<file path="config.mk">
export PLATFORM = sky130hd
export DESIGN_NAME = calc_top
export DESIGN_NICKNAME = d
export VERILOG_FILES = /design/src/source/calc_pkg.sv /design/src/source/calc_if.sv /design/src/source/port_front.sv /design/src/source/dispatch_arbiter.sv /design/src/source/add_sub_unit.sv /design/src/source/shift_unit.sv /design/src/source/calc_top.sv
export SDC_FILE = /design/constraint.sdc
export NUM_CORES = 1
export LEC_CHECK = 0
export ABC_AREA = 0
export BUFFER_PORTS_ARGS = -buffer_cell sky130_fd_sc_hd__buf_2
export CAP_MARGIN = 20
export CELL_PAD_IN_SITES_DETAIL_PLACEMENT = 0
export CELL_PAD_IN_SITES_GLOBAL_PLACEMENT = 2
export CORE_UTILIZATION = 42
export DETAILED_ROUTE_END_ITERATION = 8
export MAX_ROUTING_LAYER = met4
export PLACE_DENSITY = 0.86
export SYNTH_ARGS = -nofsm -noshare
export SYNTH_HDL_FRONTEND = slang
export SYNTH_SLANG_ARGS = --single-unit
</file>
<file path="constraint.sdc">
create_clock -name c_clk -period 6.6 [get_ports c_clk]
set_input_delay 0.66 -clock c_clk [delete_from_list [all_inputs] [get_ports c_clk]]
set_output_delay 0.66 -clock c_clk [all_outputs]
set_load 0.02 [all_outputs]
</file>
<file path="src/source/calc_pkg.sv">
`default_nettype none

package calc_pkg;

	localparam int DATA_W    = 32;
	localparam int CMD_W     = 4;
	localparam int RESP_W    = 2;
	localparam int NUM_PORTS = 4;
	localparam int PORT_ID_W = 2;
	localparam int SHAMT_W   = 5;

	// external command codes, anything not listed here is invalid
	typedef enum logic [CMD_W-1:0] {
		CMD_NOP = 4'd0,
		CMD_ADD = 4'd1,
		CMD_SUB = 4'd2,
		CMD_SHL = 4'd5,
		CMD_SHR = 4'd6
	} cmd_e;

	typedef enum logic [RESP_W-1:0] {
		RESP_NONE    = 2'd0,
		RESP_OK      = 2'd1,
		RESP_OVFL    = 2'd2,	// overflow or underflow
		RESP_BAD_CMD = 2'd3
	} resp_e;

	// decoded operation, also selects the execution unit
	typedef enum logic [1:0] {
		OP_ADD,
		OP_SUB,
		OP_SHL,
		OP_SHR
	} op_kind_e;

	typedef struct packed {
		logic [DATA_W-SHAMT_W-1:0] pad;	// ignored by the shifter
		logic [SHAMT_W-1:0]        shamt;
	} shift_op_t;

	// operand 2 is a full word for add/sub and a shift amount for shifts
	typedef union packed {
		logic [DATA_W-1:0] word;
		shift_op_t         sh;
	} operand2_u;

endpackage

`default_nettype wire

</file>
<file path="src/source/calc_if.sv">
`timescale 1ns/1ps
`default_nettype none

// one request from a port front end towards the arbiter
interface port_req_if import calc_pkg::*; ();
	logic              pending;
	op_kind_e          op_kind;
	logic [DATA_W-1:0] op1;
	operand2_u         op2;
	logic              grant;

	modport front (output pending, op_kind, op1, op2, input grant);
	modport arb (input pending, op_kind, op1, op2, output grant);
endinterface

// arbiter to execution unit, credit returns on pop
interface dispatch_if import calc_pkg::*; ();
	logic                 valid;
	logic [PORT_ID_W-1:0] port_id;
	op_kind_e             op_kind;
	logic [DATA_W-1:0]    op1;
	operand2_u            op2;
	logic                 credit;

	modport arb (output valid, port_id, op_kind, op1, op2, input credit);
	modport unit (input valid, port_id, op_kind, op1, op2, output credit);
endinterface

// result broadcast, every port front filters on port_id
interface result_if import calc_pkg::*; ();
	logic                 valid;
	logic [PORT_ID_W-1:0] port_id;
	resp_e                resp;
	logic [DATA_W-1:0]    data;

	modport unit (output valid, port_id, resp, data);
	modport port (input valid, port_id, resp, data);
endinterface

`default_nettype wire

</file>
<file path="src/source/port_front.sv">
`timescale 1ns/1ps
`default_nettype none

module port_front import calc_pkg::*; #(
	parameter logic [PORT_ID_W-1:0] PORT_ID = '0
) (
	input  logic              c_clk,
	input  logic              rst_n,
	input  logic [CMD_W-1:0]  cmd,
	input  logic [DATA_W-1:0] data,
	port_req_if.front         req,
	result_if.port            res_as,
	result_if.port            res_sh,
	output resp_e             resp,
	output logic [DATA_W-1:0] resp_data
);

	localparam logic [1:0] S_IDLE = 2'd0;
	localparam logic [1:0] S_OP2  = 2'd1;	// operand 2 on data this cycle
	localparam logic [1:0] S_PEND = 2'd2;	// waiting for a grant
	localparam logic [1:0] S_WAIT = 2'd3;	// dispatched, waiting for result

	logic [1:0]        state;
	logic [CMD_W-1:0]  cmd_q;
	logic [DATA_W-1:0] op1_q;
	operand2_u         op2_q;
	op_kind_e          kind_q;
	op_kind_e          kind_d;
	logic              bad_cmd;
	logic              hit_as;
	logic              hit_sh;

	always_comb begin
		bad_cmd = 1'b0;
		kind_d  = OP_ADD;
		case (cmd_q)
			CMD_ADD: kind_d = OP_ADD;
			CMD_SUB: kind_d = OP_SUB;
			CMD_SHL: kind_d = OP_SHL;
			CMD_SHR: kind_d = OP_SHR;
			default: bad_cmd = 1'b1;
		endcase
	end

	assign hit_as = res_as.valid && (res_as.port_id == PORT_ID);
	assign hit_sh = res_sh.valid && (res_sh.port_id == PORT_ID);

	always_ff @(posedge c_clk or negedge rst_n) begin
		if (!rst_n) begin
			state     <= S_IDLE;
			resp      <= RESP_NONE;
			resp_data <= '0;
		end else begin
			resp      <= RESP_NONE;	// response lasts one cycle
			resp_data <= '0;
			case (state)
				S_IDLE: begin
					if (cmd != CMD_NOP)
						state <= S_OP2;
				end
				S_OP2: begin
					if (bad_cmd) begin
						state <= S_IDLE;
						resp  <= RESP_BAD_CMD;	// answered locally, never dispatched
					end else begin
						state <= S_PEND;
					end
				end
				S_PEND: begin
					if (req.grant)
						state <= S_WAIT;
				end
				default: begin
					if (hit_as) begin
						state     <= S_IDLE;
						resp      <= res_as.resp;
						resp_data <= res_as.data;
					end else if (hit_sh) begin
						state     <= S_IDLE;
						resp      <= res_sh.resp;
						resp_data <= res_sh.data;
					end
				end
			endcase
		end
	end

	always_ff @(posedge c_clk) begin
		if (state == S_IDLE) begin
			cmd_q <= cmd;
			op1_q <= data;
		end
		if (state == S_OP2) begin
			op2_q  <= operand2_u'(data);
			kind_q <= kind_d;
		end
	end

	assign req.pending = (state == S_PEND);
	assign req.op_kind = kind_q;
	assign req.op1     = op1_q;
	assign req.op2     = op2_q;

endmodule

`default_nettype wire

</file>
<file path="src/source/dispatch_arbiter.sv">
`timescale 1ns/1ps
`default_nettype none

module dispatch_arbiter import calc_pkg::*; #(
	parameter int QUEUE_DEPTH = 2
) (
	input  logic     c_clk,
	input  logic     rst_n,
	port_req_if.arb  ports [NUM_PORTS],
	dispatch_if.arb  to_as,
	dispatch_if.arb  to_sh
);

	localparam int NUM_UNITS = 2;	// 0 is add/sub, 1 is shift
	localparam int CNT_W     = $clog2(QUEUE_DEPTH + 1);

	logic [NUM_PORTS-1:0] pend;
	logic [NUM_PORTS-1:0] for_sh;
	logic [NUM_PORTS-1:0] grant_d;
	logic [NUM_PORTS-1:0] grant_q;
	op_kind_e             kind [NUM_PORTS];
	logic [DATA_W-1:0]    op1 [NUM_PORTS];
	operand2_u            op2 [NUM_PORTS];

	logic [NUM_UNITS-1:0] hit;
	logic [NUM_UNITS-1:0] go;
	logic [NUM_UNITS-1:0] vld_q;
	logic [NUM_UNITS-1:0] credit;
	logic [CNT_W-1:0]     credit_cnt [NUM_UNITS];
	logic [PORT_ID_W-1:0] sel [NUM_UNITS];
	logic [PORT_ID_W-1:0] pid_q [NUM_UNITS];
	op_kind_e             kind_q [NUM_UNITS];
	logic [DATA_W-1:0]    op1_q [NUM_UNITS];
	operand2_u            op2_q [NUM_UNITS];

	for (genvar i = 0; i < NUM_PORTS; i++) begin : g_port
		assign pend[i]        = ports[i].pending;
		assign kind[i]        = ports[i].op_kind;
		assign op1[i]         = ports[i].op1;
		assign op2[i]         = ports[i].op2;
		assign for_sh[i]      = (kind[i] == OP_SHL) || (kind[i] == OP_SHR);
		assign ports[i].grant = grant_q[i];
	end

	// lowest pending port wins, a port granted this cycle is still pending
	always_comb begin
		for (int u = 0; u < NUM_UNITS; u++) begin
			hit[u] = 1'b0;
			sel[u] = '0;
			for (int i = NUM_PORTS - 1; i >= 0; i--) begin
				if (pend[i] && !grant_q[i] && (for_sh[i] == (u == 1))) begin
					hit[u] = 1'b1;
					sel[u] = PORT_ID_W'(i);
				end
			end
			go[u] = hit[u] && (credit_cnt[u] > CNT_W'(vld_q[u]));	// valid in flight holds a credit
		end
		for (int i = 0; i < NUM_PORTS; i++) begin
			grant_d[i] = (go[0] && (sel[0] == PORT_ID_W'(i))) ||
			             (go[1] && (sel[1] == PORT_ID_W'(i)));
		end
	end

	always_ff @(posedge c_clk or negedge rst_n) begin
		if (!rst_n) begin
			grant_q <= '0;
			vld_q   <= '0;
			for (int u = 0; u < NUM_UNITS; u++)
				credit_cnt[u] <= CNT_W'(QUEUE_DEPTH);
		end else begin
			grant_q <= grant_d;
			vld_q   <= go;
			for (int u = 0; u < NUM_UNITS; u++)
				credit_cnt[u] <= credit_cnt[u] - CNT_W'(vld_q[u]) + CNT_W'(credit[u]);
		end
	end

	always_ff @(posedge c_clk) begin
		for (int u = 0; u < NUM_UNITS; u++) begin
			if (go[u]) begin
				pid_q[u]  <= sel[u];
				kind_q[u] <= kind[sel[u]];
				op1_q[u]  <= op1[sel[u]];
				op2_q[u]  <= op2[sel[u]];
			end
		end
	end

	assign credit[0]     = to_as.credit;
	assign credit[1]     = to_sh.credit;
	assign to_as.valid   = vld_q[0];
	assign to_as.port_id = pid_q[0];
	assign to_as.op_kind = kind_q[0];
	assign to_as.op1     = op1_q[0];
	assign to_as.op2     = op2_q[0];
	assign to_sh.valid   = vld_q[1];
	assign to_sh.port_id = pid_q[1];
	assign to_sh.op_kind = kind_q[1];
	assign to_sh.op1     = op1_q[1];
	assign to_sh.op2     = op2_q[1];

endmodule

`default_nettype wire

</file>
<file path="src/source/add_sub_unit.sv">
`timescale 1ns/1ps
`default_nettype none

module add_sub_unit import calc_pkg::*; #(
	parameter int QUEUE_DEPTH = 2
) (
	input  logic     c_clk,
	input  logic     rst_n,
	dispatch_if.unit cmd_in,
	result_if.unit   res
);

	localparam int PTR_W = (QUEUE_DEPTH > 1) ? $clog2(QUEUE_DEPTH) : 1;
	localparam int CNT_W = $clog2(QUEUE_DEPTH + 1);

	logic [PORT_ID_W-1:0] q_pid [QUEUE_DEPTH];
	op_kind_e             q_kind [QUEUE_DEPTH];
	logic [DATA_W-1:0]    q_op1 [QUEUE_DEPTH];
	operand2_u            q_op2 [QUEUE_DEPTH];
	logic [PTR_W-1:0]     wr_ptr;
	logic [PTR_W-1:0]     rd_ptr;
	logic [CNT_W-1:0]     count;
	logic                 pop;
	logic [DATA_W-1:0]    a;
	logic [DATA_W-1:0]    b;
	logic [DATA_W:0]      sum;
	logic                 ovfl;
	logic [DATA_W-1:0]    result;

	function automatic logic [PTR_W-1:0] next_ptr(input logic [PTR_W-1:0] p);
		return (p == PTR_W'(QUEUE_DEPTH - 1)) ? '0 : p + 1'b1;
	endfunction

	assign pop           = (count != '0);	// head is served every cycle
	assign cmd_in.credit = pop;

	always_ff @(posedge c_clk or negedge rst_n) begin
		if (!rst_n) begin
			wr_ptr <= '0;
			rd_ptr <= '0;
			count  <= '0;
		end else begin
			if (cmd_in.valid)
				wr_ptr <= next_ptr(wr_ptr);
			if (pop)
				rd_ptr <= next_ptr(rd_ptr);
			count <= count + CNT_W'(cmd_in.valid) - CNT_W'(pop);
		end
	end

	always_ff @(posedge c_clk) begin
		if (cmd_in.valid) begin
			q_pid[wr_ptr]  <= cmd_in.port_id;
			q_kind[wr_ptr] <= cmd_in.op_kind;
			q_op1[wr_ptr]  <= cmd_in.op1;
			q_op2[wr_ptr]  <= cmd_in.op2;
		end
	end

	assign a   = q_op1[rd_ptr];
	assign b   = q_op2[rd_ptr].word;
	assign sum = {1'b0, a} + {1'b0, b};

	always_comb begin
		if (q_kind[rd_ptr] == OP_SUB) begin
			ovfl   = (a < b);	// unsigned underflow
			result = a - b;
		end else begin
			ovfl   = sum[DATA_W];	// carry out
			result = sum[DATA_W-1:0];
		end
	end

	always_ff @(posedge c_clk or negedge rst_n) begin
		if (!rst_n)
			res.valid <= 1'b0;
		else
			res.valid <= pop;
	end

	always_ff @(posedge c_clk) begin
		if (pop) begin
			res.port_id <= q_pid[rd_ptr];
			res.resp    <= ovfl ? RESP_OVFL : RESP_OK;
			res.data    <= ovfl ? '0 : result;
		end
	end

endmodule

`default_nettype wire

</file>
<file path="src/source/shift_unit.sv">
`timescale 1ns/1ps
`default_nettype none

module shift_unit import calc_pkg::*; #(
	parameter int QUEUE_DEPTH = 2
) (
	input  logic     c_clk,
	input  logic     rst_n,
	dispatch_if.unit cmd_in,
	result_if.unit   res
);

	localparam int PTR_W = (QUEUE_DEPTH > 1) ? $clog2(QUEUE_DEPTH) : 1;
	localparam int CNT_W = $clog2(QUEUE_DEPTH + 1);

	logic [PORT_ID_W-1:0] q_pid [QUEUE_DEPTH];
	op_kind_e             q_kind [QUEUE_DEPTH];
	logic [DATA_W-1:0]    q_op1 [QUEUE_DEPTH];
	operand2_u            q_op2 [QUEUE_DEPTH];
	logic [PTR_W-1:0]     wr_ptr;
	logic [PTR_W-1:0]     rd_ptr;
	logic [CNT_W-1:0]     count;
	logic                 pop;
	logic [SHAMT_W-1:0]   shamt;

	function automatic logic [PTR_W-1:0] next_ptr(input logic [PTR_W-1:0] p);
		return (p == PTR_W'(QUEUE_DEPTH - 1)) ? '0 : p + 1'b1;
	endfunction

	assign pop           = (count != '0);
	assign cmd_in.credit = pop;

	always_ff @(posedge c_clk or negedge rst_n) begin
		if (!rst_n) begin
			wr_ptr <= '0;
			rd_ptr <= '0;
			count  <= '0;
		end else begin
			if (cmd_in.valid)
				wr_ptr <= next_ptr(wr_ptr);
			if (pop)
				rd_ptr <= next_ptr(rd_ptr);
			count <= count + CNT_W'(cmd_in.valid) - CNT_W'(pop);
		end
	end

	always_ff @(posedge c_clk) begin
		if (cmd_in.valid) begin
			q_pid[wr_ptr]  <= cmd_in.port_id;
			q_kind[wr_ptr] <= cmd_in.op_kind;
			q_op1[wr_ptr]  <= cmd_in.op1;
			q_op2[wr_ptr]  <= cmd_in.op2;
		end
	end

	assign shamt = q_op2[rd_ptr].sh.shamt;	// upper 27 bits never matter

	always_ff @(posedge c_clk or negedge rst_n) begin
		if (!rst_n)
			res.valid <= 1'b0;
		else
			res.valid <= pop;
	end

	// logical shifts only, no error case
	always_ff @(posedge c_clk) begin
		if (pop) begin
			res.port_id <= q_pid[rd_ptr];
			res.resp    <= RESP_OK;
			if (q_kind[rd_ptr] == OP_SHL)
				res.data <= q_op1[rd_ptr] << shamt;
			else
				res.data <= q_op1[rd_ptr] >> shamt;
		end
	end

endmodule

`default_nettype wire

</file>
<file path="src/source/calc_top.sv">
`timescale 1ns/1ps
`default_nettype none

module calc_top import calc_pkg::*; #(
	parameter int QUEUE_DEPTH = 2
) (
	input  logic              c_clk,
	input  logic              rst_n,
	input  logic [CMD_W-1:0]  req1_cmd,
	input  logic [DATA_W-1:0] req1_data,
	input  logic [CMD_W-1:0]  req2_cmd,
	input  logic [DATA_W-1:0] req2_data,
	input  logic [CMD_W-1:0]  req3_cmd,
	input  logic [DATA_W-1:0] req3_data,
	input  logic [CMD_W-1:0]  req4_cmd,
	input  logic [DATA_W-1:0] req4_data,
	output logic [RESP_W-1:0] resp1,
	output logic [DATA_W-1:0] data1,
	output logic [RESP_W-1:0] resp2,
	output logic [DATA_W-1:0] data2,
	output logic [RESP_W-1:0] resp3,
	output logic [DATA_W-1:0] data3,
	output logic [RESP_W-1:0] resp4,
	output logic [DATA_W-1:0] data4
);

	port_req_if req_if [NUM_PORTS] ();
	dispatch_if as_disp ();
	dispatch_if sh_disp ();
	result_if   as_res ();
	result_if   sh_res ();

	port_front #(.PORT_ID(PORT_ID_W'(0))) u_port1 (
		.c_clk, .rst_n, .cmd(req1_cmd), .data(req1_data), .req(req_if[0]),
		.res_as(as_res), .res_sh(sh_res), .resp(resp1), .resp_data(data1));

	port_front #(.PORT_ID(PORT_ID_W'(1))) u_port2 (
		.c_clk, .rst_n, .cmd(req2_cmd), .data(req2_data), .req(req_if[1]),
		.res_as(as_res), .res_sh(sh_res), .resp(resp2), .resp_data(data2));

	port_front #(.PORT_ID(PORT_ID_W'(2))) u_port3 (
		.c_clk, .rst_n, .cmd(req3_cmd), .data(req3_data), .req(req_if[2]),
		.res_as(as_res), .res_sh(sh_res), .resp(resp3), .resp_data(data3));

	port_front #(.PORT_ID(PORT_ID_W'(3))) u_port4 (
		.c_clk, .rst_n, .cmd(req4_cmd), .data(req4_data), .req(req_if[3]),
		.res_as(as_res), .res_sh(sh_res), .resp(resp4), .resp_data(data4));

	dispatch_arbiter #(.QUEUE_DEPTH(QUEUE_DEPTH)) u_arb (
		.c_clk, .rst_n, .ports(req_if), .to_as(as_disp), .to_sh(sh_disp));

	add_sub_unit #(.QUEUE_DEPTH(QUEUE_DEPTH)) u_add_sub (
		.c_clk, .rst_n, .cmd_in(as_disp), .res(as_res));

	shift_unit #(.QUEUE_DEPTH(QUEUE_DEPTH)) u_shift (
		.c_clk, .rst_n, .cmd_in(sh_disp), .res(sh_res));

endmodule

`default_nettype wire

</file>
* Yosys cells after proc, flatten, opt, wreduce, memory -nomap -nowiden
Memory sizes are Yosys's and may differ from the RTL's. A register that Yosys moved wholly into a read port is not among the register bits.
Cells that the tools add are included.
W data, S select, Z words.
** Storage, ports and cells
- Bits in writable memories :: 408
- Input bits :: 146
- Output and inout bits :: 136
- Memories kept :: 12
- Register bits :: 510
- Memory bits (read-only) :: 0
- Word-level logic and storage cells :: 318
- Latch bits :: 0
** Memory list
- u_add_sub.q_op1 :: depth 2, bits a word 32, read ports 1, clocked after Yosys merged registers in 0, wr ports 1, RTL line add_sub_unit.sv:18 : logic [DATA_W-1:0] q_op1 [QUEUE_DEPTH];
- u_add_sub.q_op2 :: depth 2, bits a word 32, read ports 1, clocked after Yosys merged registers in 0, wr ports 1, RTL line add_sub_unit.sv:19 : operand2_u q_op2 [QUEUE_DEPTH];
- u_arb.op1_q :: depth 2, bits a word 32, read ports 2, clocked after Yosys merged registers in 0, wr ports 2, RTL line dispatch_arbiter.sv:33 : logic [DATA_W-1:0] op1_q [NUM_UNITS];
- u_arb.op2_q :: depth 2, bits a word 32, read ports 2, clocked after Yosys merged registers in 0, wr ports 2, RTL line dispatch_arbiter.sv:34 : operand2_u op2_q [NUM_UNITS];
- u_shift.q_op1 :: depth 2, bits a word 32, read ports 1, clocked after Yosys merged registers in 0, wr ports 1, RTL line shift_unit.sv:18 : logic [DATA_W-1:0] q_op1 [QUEUE_DEPTH];
- u_shift.q_op2 :: depth 2, bits a word 32, read ports 1, clocked after Yosys merged registers in 0, wr ports 1, RTL line shift_unit.sv:19 : operand2_u q_op2 [QUEUE_DEPTH];
- 6 more memories
** Operators by class
- Order comparisons :: 5
- Reduce and logical (&&, ||, !) cells :: 76
- Shift operators :: 2
- Equal/unequal tests :: 54
- Bitwise gates (word level) :: 6
- Muxes and demuxes :: 106
- Divide/modulo/power cells :: 0
- Multipliers :: 0
- Add/subtract/negate cells :: 14
** Operators with widths (number)
- $mux W32 :: 22
- $bmux W32 S2 :: 4
- $mux W2 :: 41
- $pmux W2 S3 :: 8
- $eq A2 B2 Y1 const B :: 21
- $add A32 B32 Y33 :: 1
- $eq A4 B3 Y1 const B :: 8
- $lt A32 B32 Y1 :: 1
- $shl A32 B5 Y32 :: 1
- $shr A32 B5 Y32 :: 1
- $sub A32 B32 Y32 :: 1
- $logic_and A1 B1 Y1 :: 30
- $mux W1 :: 25
- $reduce_bool A5 Y1 :: 4
- $eq A2 B1 Y1 const B :: 9
- $eq A4 B1 Y1 const B :: 4
- $eq A4 B2 Y1 const B :: 4
- $logic_not A2 Y1 :: 8
- $ne A2 B1 Y1 const B :: 8
- $pmux W2 S2 :: 4
- $reduce_bool A4 Y1 :: 4
- $reduce_or A4 Y1 :: 4
- $reduce_and A3 Y1 :: 4
- $reduce_or A3 Y1 :: 4
- 12 further kinds :: 42

* Depth between registers and ports, before layout
Gate-level depths: netlist of run 1.
- Depth after elaboration :: 12
- Gate-level depth with buffers :: 16
- Mapped depth without buffers :: 13

* Hierarchy
From an unflattened synthesis of run 1, not the netlist that was laid out.
** Second synthesis, totals
- Cell total of the unflattened synthesis :: 3487
- Area, all modules :: 42916.2 µm²
** By module, submodules not included
- dispatch_arbiter :: times used 1, area an instance 10892.9 µm², seq. area each 4336.7 µm², cells each 1006
- add_sub_unit :: times used 1, area an instance 9950.8 µm², seq. area each 5290.1 µm², cells each 864
- port_front at u_port2 ... :: times used 2, area an instance 3682.3 µm², seq. area each 3002.9 µm², cells each 240
- shift_unit :: times used 1, area an instance 7240.7 µm², seq. area each 3608.5 µm², cells each 658
- port_front at u_port1 :: times used 1, area an instance 3806.2 µm², seq. area each 3002.9 µm², cells each 239
- port_front at u_port4 :: times used 1, area an instance 3661.0 µm², seq. area each 3002.9 µm², cells each 240

* Least setup slack after synthesis of run 1
No wires, ideal clock.
- Path kind :: register -> register
- Start :: reg u_port3.state[1]
- End :: reg u_arb.grant_q[3]
- Cell stages (with the launch flop) :: 8
- Arrival time :: 5.044 ns
- Required time :: 6.495 ns
- Period minus slack after synthesis :: 5.150 ns
- Path slack :: 1.450 ns
- Library setup time :: 0.105 ns
- Buffers on the path :: 1
- Cells stage by stage :: dfrtp_1 -> clkbuf_1 -> nand2b_1 -> nor3_1 -> nor2_1 -> a21oi_1 -> nand2_1 -> o31ai_1
** On the way
- Cells in the longest elaborated chain, start to end :: 9
- Elaborated cells on any way between the ends :: 23
- Classes of those cells :: eq/ne (3); mux (12); reduce/logical (8)
** RTL lines
- start, declared :: RTL line port_front.sv:23 : logic [1:0] state;
- start signal, assigned :: RTL line port_front.sv:50 : state <= S_IDLE;
- start signal, assigned :: RTL line port_front.sv:59 : state <= S_OP2;
- start signal, assigned :: RTL line port_front.sv:63 : state <= S_IDLE;
- $eq A2 B2 Y1 :: RTL line port_front.sv:99 : assign req.pending = (state == S_PEND);
- $logic_and A1 B1 Y1 (2 in series) :: RTL line dispatch_arbiter.sv:51 : if (pend[i] && !grant_q[i] && (for_sh[i] == (u == 1))) begin
- $mux W1 (3 in series) :: RTL line dispatch_arbiter.sv:51
- $logic_and A1 B1 Y1 :: RTL line dispatch_arbiter.sv:56 : go[u] = hit[u] && (credit_cnt[u] > CNT_W'(vld_q[u]));
- net u_arb.go[0] :: RTL line dispatch_arbiter.sv:26 : logic [NUM_UNITS-1:0] go;
- $logic_and A1 B1 Y1 :: RTL line dispatch_arbiter.sv:59 : grant_d[i] = (go[0] && (sel[0] == PORT_ID_W'(i))) ||
- $logic_or A1 B1 Y1 :: RTL line dispatch_arbiter.sv:59
- net u_arb.grant_d[3] :: RTL line dispatch_arbiter.sv:19 : logic [NUM_PORTS-1:0] grant_d;
- end signal, assigned :: RTL line dispatch_arbiter.sv:71 : grant_q <= grant_d;
- end, declared :: RTL line dispatch_arbiter.sv:20 : logic [NUM_PORTS-1:0] grant_q;
The timed path passes the listed nets, and every way through them passes these cells.
A chain may end at the register's enable or synchronous reset.

* Worst setup path in the final report of run 1
- Start :: reg u_add_sub.rd_ptr
- End :: reg u_add_sub.res.data[3] (data pin)
** On the way
- Cells in the longest elaborated chain, start to end :: 3
- Elaborated cells on any way between the ends :: 9
- Classes of those cells :: add/sub (2); order compare (1); eq/ne (1); mux (2); memory (3)
** RTL lines
- start, declared :: RTL line add_sub_unit.sv:21 : logic [PTR_W-1:0] rd_ptr;
- start signal, assigned :: RTL line add_sub_unit.sv:46 : rd_ptr <= next_ptr(rd_ptr);
- $mem_v2 Z2 W32, or another cell as far along
- $add A32 B32 Y33, or another cell as far along :: RTL line add_sub_unit.sv:62 : assign sum = {1'b0, a} + {1'b0, b};
- $mux W32 / $mux W1 (equally long branches) :: RTL line add_sub_unit.sv:65 : if (q_kind[rd_ptr] == OP_SUB) begin
- end signal, assigned :: RTL line add_sub_unit.sv:85 : res.data <= ovfl ? '0 : result;
- end, declared :: RTL line calc_if.sv:36 : modport unit (output valid, port_id, resp, data);
Parallel ways exist; a longest one is shown, timed or not.

==> PnR_summary.wiki, run 1 <==
{| class="wikitable"
! Metric !! Value
|-
| Die Footprint || 93500 µm²
|-
| Ranking of synthesized cells by instance count || sky130_fd_sc_hd__edfxtp_1, sky130_fd_sc_hd__nand2_1, sky130_fd_sc_hd__nor2_1
|-
| Tmin final || 4610 ps
|-
| Remaining global-route overflow || 0
|-
| Final routed wirelength across all metal layers || 116000 µm
|-
| Total area of sequential cells || 24400 µm²
|-
| IO Pins || 282
|-
| Number of enable-type register cells in the synthesized netlist || 677
|-
| IR Drop Worst-Case VDD || 0.000255 V
|-
| Kind of start point of the critical path || flip-flop
|-
| Standby leakage power || 16.4 nW
|-
| Starting density of the core || 42.4%
|-
| Area of the core || 91500 µm²
|-
| Run status || finished, final reports clean
|-
| Largest fanout on the critical path || 35
|-
| Part of the cycle the worst path needs || 69.9%
|-
| Post-synth top area share || 52.4%
|-
| Clock slew at reported path FFs || 60 ps
|-
| Root Buffer Master || sky130_fd_sc_hd__clkbuf_16
|-
| Number of vias after detailed routing || 26475
|-
| Max Slew Vio Count || 0
|-
| RSZ-0062 raised after global routing || false
|-
| Internal reg-to-reg setup slack || 1990 ps
|-
| Maximum operating frequency || 0.217 GHz
|-
| Total Nets Final || 3532
|-
| Post-synthesis instance area || 38800 µm²
|-
| Register area share after synthesis || 63.0%
|-
| Number of library cell types mapped by synthesis || 94
|-
| # clock sinks || 841
|-
| Synth Instances || 3095
|-
| Filler Cells Inserted || 8055
|-
| Number of buffers on the longest clock path || 3
|-
| Endpoint required time on the critical path || 6970 ps
|-
| Delay of the slowest cell on the worst path || 780 ps
|-
| Commonest register cell after synthesis || sky130_fd_sc_hd__edfxtp_1
|-
| Number of H-tree levels || 3
|-
| Global-route usage over all layers || 25.4%
|-
| Setup-failing EPs final || 0
|-
| Crit. End Element || flip-flop
|-
| Type of the most critical hold path || in -> reg
|-
| Finished layout cell area || 44300 µm²
|-
| Largest net degree at the start of global routing || 80
|-
| Hold Fails Final Rpt || 0
|-
| Wire length per cell after detailed routing || 25.3 µm
|-
| Max-cap violation count || 0
|-
| Cell-by-cell listing of the critical path || mux2_2 > ha_1 > and2b_1 > o211ai_2 > a2111oi_2 > a211oi_2 > o21ai_2 > a21boi_4 > o21a_4 > o21ai_4 > nor2_1
|-
| Relative slew margins || 20.9%
|-
| Die Ht || 306 µm
|-
| Number of antenna violations at the first check in global routing || 4
|-
| Postcts setup bufs || 0
|-
| Final TNS setup || 0 ps
|-
| Number of routed nets with antenna violations || 0
|-
| TritonCTS clock tree || yes
|-
| Synthesis Warnings || 0
|-
| FF+latch count, synth || 841
|-
| Die boundary width || 306 µm
|-
| Vias/cell || 5.79
|-
| Area added between synthesis and finish || 14.3%
|-
| Transition at the pin with the smallest max-transition slack || 1190 ps
|-
| Weighted congestion at the end of routability-driven global placement || 0.907
|-
| First-pass iteration count of the detailed router || 8
|-
| Number of I/O port buffers || 281
|-
| Critical path buffers and inverters || 0
|-
| Worst path top cell family by delay || compound AO/OA/AOI/OAI gates
|-
| Skew final || 56.0 ps
|-
| Main area contributors after synthesis || sky130_fd_sc_hd__edfxtp_1, sky130_fd_sc_hd__dfrtp_1, sky130_fd_sc_hd__nand2_1, sky130_fd_sc_hd__mux2i_1, sky130_fd_sc_hd__nor2_1
|-
| Net Count, Synth || 3315
|-
| Placed inst area || 41300 µm²
|-
| Endpoint arrival time on the critical path || 4990 ps
|-
| Area of the multi-input gates || 13300 µm²
|-
| Asr flop ratio synth || 19.5%
|-
| Cell type of the slowest stage on the worst timing path || sky130_fd_sc_hd__dfrtp_4
|-
| Clock buffers created by TritonCTS || 88
|-
| Via count of the first global-routing pass || 25854
|-
| Total power per unit cell area || 316 nW/µm²
|-
| Leading area contributor after synthesis || sky130_fd_sc_hd__edfxtp_1
|-
| Startpoint-to-endpoint class of the critical path || reg -> reg
|-
| Most common cell in the synthesized netlist || sky130_fd_sc_hd__edfxtp_1
|-
| Global-route wire length before repair || 171000 µm
|-
| DRT iter0 DRCs || 2773
|-
| Half-perimeter wire length after placement || 81100 µm
|-
| Skew-Pair Late Insertion Delay || 690 ps
|-
| Number of cell rows || 111
|-
| Share of cells above drive strength 1 || 18.3%
|-
| Avg Inst Size Synth || 12.5 µm²
|-
| Detailed-route DRC error count || 0
|}
## metal layers
layer | share of wire (%) | global-route usage (%) | vias up
li1 | - | - | 12078
met1 | 44 | 35.2 | 13101
met2 | 45 | 38.1 | 1119
met3 | 6.5 | 3.31 | 177
met4 | 3.8 | 9.69 | 0
met5 | 0 | - | -
## registers in the layout, summed over array words and instances, names as in the netlist, 10 cells and up
register	cells
u_add_sub.q_op1	64
u_add_sub.q_op2	64
u_add_sub.res.data	32
u_arb.op1_q	64
u_arb.op2_q	37
u_port1.req.op1	32
u_port1.req.op2	32
u_port1.resp_data	32
u_port2.req.op1	32
u_port2.req.op2	32
u_port2.resp_data	32
u_port3.req.op1	32
u_port3.req.op2	32
u_port3.resp_data	32
u_port4.req.op1	32
u_port4.req.op2	32
u_port4.resp_data	32
u_shift.q_op1	64
u_shift.q_op2	10
u_shift.res.data	32
## cell usage in the layout (no fill, tap or decap), drive strengths merged, types with 27 or more instances in the layout
| cell | Yosys | final |
|---|---|---|
| clkbuf | 129 | 123 |
| edfxtp | 677 | 677 |
| buf | 76 | 330 |
| ha | 72 | 72 |
| nand2 | 308 | 308 |
| mux2 | 58 | 58 |
| dfrtp | 162 | 162 |
| nor2 | 291 | 291 |
| a22oi | 102 | 102 |
| mux4 | 27 | 27 |
| clkinv | 1 | 30 |
| a22o | 36 | 36 |
| inv | 78 | 81 |
| nor3 | 38 | 38 |
| o22ai | 33 | 33 |
| and2 | 112 | 112 |
| a21oi | 128 | 128 |
| o21ai | 81 | 81 |
| a211oi | 133 | 133 |
| a31oi | 122 | 122 |
| mux2i | 116 | 116 |
## final cells by class
cell class                 instances  share of cell area, %
multi-input combinational       1970                   30.0
inverter                          79                  0.675
clock buffer                     122                   5.49
antenna                            1                0.00565
clock inverter                    42                   1.16
tap                             1186                   3.35
sequential                       841                   55.2
timing repair buffer             332                   4.11
## power breakdown
group	switching, mW	total [mW]	internal [mW]	leakage [nW]
sequential	0.107	6.23	6.13	8.38
clock	2.09	5.01	2.91	1.42
combinational	2.02	2.77	0.747	6.56
total	4.22	14.0	9.79	16.4
## final timing paths
kind | to | start | depth (start not counted)
min in group asynchronous | u_port4.resp_data[19] | rst_n | 2
worst min-delay path | u_port3.cmd_q[2] | req3_cmd[2] | 1
worst max-delay path | u_add_sub.res.data[3] | u_add_sub.rd_ptr | 11
max in group asynchronous | u_port1.resp_data[20] | rst_n | 3
worst min register to register | u_add_sub.q_op2[0][30] | u_arb.op2_q[0][30] | 0
worst max register to register | u_add_sub.res.data[3] | u_add_sub.rd_ptr | 11
## cells by family (layout without fill, tap and decap cells)
family                     Yosys count  after routing  share of synthesized area (%)
and+or+nand+nor                    886            886                           10.5
DFF                                841            841                           63.0
AOI/OAI and AO/OA                  777            777                           13.8
buffers and inverters              284            575                           3.23
muxes                              201            201                           6.27
adders and majority gates           74             74                           2.43
xor gates and xnor gates            32             32                          0.723
other                                0              1                              0
## what timing repair did
action	4_1_cts	5_1_grt
hold buffers	1	0
hold endpoints to repair	57	0
gates resized for setup	0	0
## per-stage QoR
step / hold slack [ps] / power [mW] / utilization [%] / instances / setup slack [ps]
2_1_floorplan: 364 / 7.93 / - / 3095 / 1450
4_1_cts: 132 / 14.1 / 48.4 / 4571 / 1950
3_3_place_gp: 422 / 9.08 / 45.2 / 4406 / 2060
6_report: 160 / 14.0 / 48.4 / 4573 / 1990
5_1_grt: 140 / 14.5 / 48.4 / 4572 / 1660
3_5_place_dp: 429 / 9.10 / 45.2 / 4406 / 1950
Note: power is estimated with default switching activity, not from simulation.
==> inputs of run 2 (changes only) <==
==> constraint.sdc (replaced) <==
create_clock -name c_clk -period 4.75 [get_ports c_clk]
set_input_delay 0.475 -clock c_clk [delete_from_list [all_inputs] [get_ports c_clk]]
set_output_delay 0.475 -clock c_clk [all_outputs]
set_load 0.02 [all_outputs]
==> run 2 against run 1 <==
  * Critical endpoint is now u_add_sub.res.data[1]
  * Cell count is 3.3% higher
  * First-iteration DRC count is 8.8% lower
  * Critical path type unchanged
  * Worst hold slack worse by 120 ps
  * Setup slack worse by 1400 ps
  * Sequential share of layout area is 1.9 points lower
==> PnR_summary.wiki, run 2 (synthesis results as in run 1) <==
{| class="wikitable"
! Metric !! Value
|-
| Die boundary width || 306 µm
|-
| Clock slew at reported path FFs || 60 ps
|-
| Finished layout cell area || 45900 µm²
|-
| Endpoint arrival time on the critical path || 4680 ps
|-
| Largest fanout on the critical path || 33
|-
| Worst path top cell family by delay || compound AO/OA/AOI/OAI gates
|-
| Placed inst area || 41600 µm²
|-
| Remaining global-route overflow || 0
|-
| # clock sinks || 841
|-
| Share of cells above drive strength 1 || 18.2%
|-
| Half-perimeter wire length after placement || 83600 µm
|-
| Largest net degree at the start of global routing || 103
|-
| Detailed-route DRC error count || 0
|-
| Global-route usage over all layers || 25.6%
|-
| Combinational cell fraction of total power || 20.0%
|-
| Relative slew margins || 29.2%
|-
| Tmin final || 4180 ps
|-
| Number of routed nets with antenna violations || 0
|-
| Cell type of the slowest stage on the worst timing path || sky130_fd_sc_hd__dfrtp_4
|-
| Critical path buffers and inverters || 1
|-
| Endpoint required time on the critical path || 5250 ps
|-
| Via count of the first global-routing pass || 26650
|-
| Share of total power in the clock network || 35.8%
|-
| RSZ-0062 raised after global routing || false
|-
| Hold Fails Final Rpt || 0
|-
| Max Slew Vio Count || 0
|-
| Wire length per cell after detailed routing || 24.8 µm
|-
| Skew final || 31.6 ps
|-
| Standby leakage power || 17.1 nW
|-
| Startpoint-to-endpoint class of the critical path || reg -> reg
|-
| Filler Cells Inserted || 7890
|-
| IO Pins || 282
|-
| Kind of start point of the critical path || flip-flop
|-
| Maximum operating frequency || 0.240 GHz
|-
| Postcts setup bufs || 0
|-
| Most frequent cells in the layout || sky130_fd_sc_hd__edfxtp_1, sky130_fd_sc_hd__nand2_1, sky130_fd_sc_hd__buf_2
|-
| Skew-Pair Late Insertion Delay || 670 ps
|-
| Number of vias after detailed routing || 26999
|-
| Crit. End Element || flip-flop
|-
| Clock buffers created by TritonCTS || 88
|-
| Utilization after layout || 50.1%
|-
| Final routed wirelength across all metal layers || 117000 µm
|-
| Global-route wire length before repair || 173000 µm
|-
| Type of the most critical hold path || in -> reg
|-
| Switching part of the total power || 29.6%
|-
| Cell-by-cell listing of the critical path || mux2_2 > ha_1 > fa_1 > and2b_1 > o211ai_2 > a2111oi_2 > a211oi_2 > o21ai_2 > a21boi_4 > o21a_4 > o21ai_4 > buf_12 > a211oi_1
|-
| Die Ht || 306 µm
|-
| Number of I/O port buffers || 281
|-
| Root Buffer Master || sky130_fd_sc_hd__clkbuf_16
|-
| Number of buffers on the longest clock path || 3
|-
| Number of cell rows || 111
|-
| Number of antenna violations at the first check in global routing || 3
|-
| IR Drop Worst-Case VDD || 0.000424 V
|-
| Internal Power || 13.8 mW
|-
| Area added between synthesis and finish || 18.4%
|-
| Switch Pwr || 5.80 mW
|-
| Setup-failing EPs final || 0
|-
| Run status || finished, final reports clean
|-
| Reg power frac || 44.2%
|-
| TritonCTS clock tree || yes
|-
| Worst hold slack || 36.2 ps
|-
| Vias/cell || 5.72
|-
| Starting density of the core || 42.4%
|-
| Number of H-tree levels || 3
|-
| Part of the cycle the worst path needs || 87.9%
|-
| Total Nets Final || 3685
|-
| Area of the core || 91500 µm²
|-
| Tot Pwr || 19.6 mW
|-
| First-pass iteration count of the detailed router || 6
|-
| DRT iter0 DRCs || 2529
|-
| Final TNS setup || 0 ps
|-
| Total power per unit cell area || 427 nW/µm²
|-
| Max-cap violation count || 0
|-
| Leading cell type in the layout, fill and taps excluded || sky130_fd_sc_hd__edfxtp_1
|-
| Weighted congestion at the end of routability-driven global placement || 0.953
|-
| Transition at the pin with the smallest max-transition slack || 1060 ps
|-
| Delay of the slowest cell on the worst path || 760 ps
|-
| Die Footprint || 93500 µm²
|}
-- run 2: cell types whose count changed in the layout (fill, tap and decap cells not counted), sizes merged --
cell         before  now
dlygate4sd3       1  130
clkinvlp          2    7
clkbuf          123  108
clkinv           30   29
buf             330  355
inv              81   87
-- run 2: through the flow --
step                std cells  setup WS [ps]
floorplan                3095            789
global placement         4431            657
CTS                      4721            596
global route             4721            302
finish                   4722            575
detailed placement       4431            631
-- run 2: worst reg2reg max path, delay by kind of cell, from the launching register on --
kind            cells  cell delay (ps)
flops               1              760
mux                 1              430
compound gates      8             1750
buf+inv             1              180
fa+ha+maj           2              680
simple gates        1              190
-- run 2: per-layer routing --
layer	share of wire, %	track usage, %	up-vias	routed length, µm
li1	-	-	12394	-
met1	45	35.7	13395	53100
met2	47	39.7	1063	54500
met3	5.9	3.04	147	6940
met4	2.1	6.70	0	2490
met5	0	-	-	0
-- run 2: path summary, 6_finish.rpt --
kind / startpoint / end / slack (ps) / cells past startpoint
hold / removal: req2_data[4] / u_port2.req.op1[4] / 40 / 1
min in group asynchronous: rst_n / u_port2.resp_data[7] / 480 / 2
hold reg to reg: u_arb.op1_q[0][5] / u_add_sub.q_op1[1][5] / 440 / 0
max in group asynchronous: rst_n / u_arb.credit_cnt[1] / 3340 / 3
setup / recovery: u_add_sub.rd_ptr / u_add_sub.res.data[1] / 570 / 13
setup reg to reg: u_add_sub.rd_ptr / u_add_sub.res.data[1] / 570 / 13
-- run 2: power by group through the flow --
stage	Combinational [mW]	Sequential, mW	Clock [mW]
final	3.91	8.66	7.02
after global routing	4.21	8.69	7.44
after CTS	3.91	8.66	7.15
after detailed placement	3.83	8.81	0
after global placement	3.82	8.80	0
after floorplan	2.27	8.74	0
-- run 2: area by class of cell --
cell class	count	area, µm²	area share (%)
antenna	1	2.50	0.00545
clock buffer	108	2380	5.19
clock inverter	52	593	1.29
inverter	79	300	0.654
multi-input combinational	1970	13300	29.0
sequential	841	24400	53.3
tap	1186	1480	3.23
timing repair buffer	485	3380	7.37
-- run 2: what timing repair did --
action,4_1_cts,5_1_grt
endpoints found under the hold margin,343,0
hold buffers,130,0
resized for setup,0,0
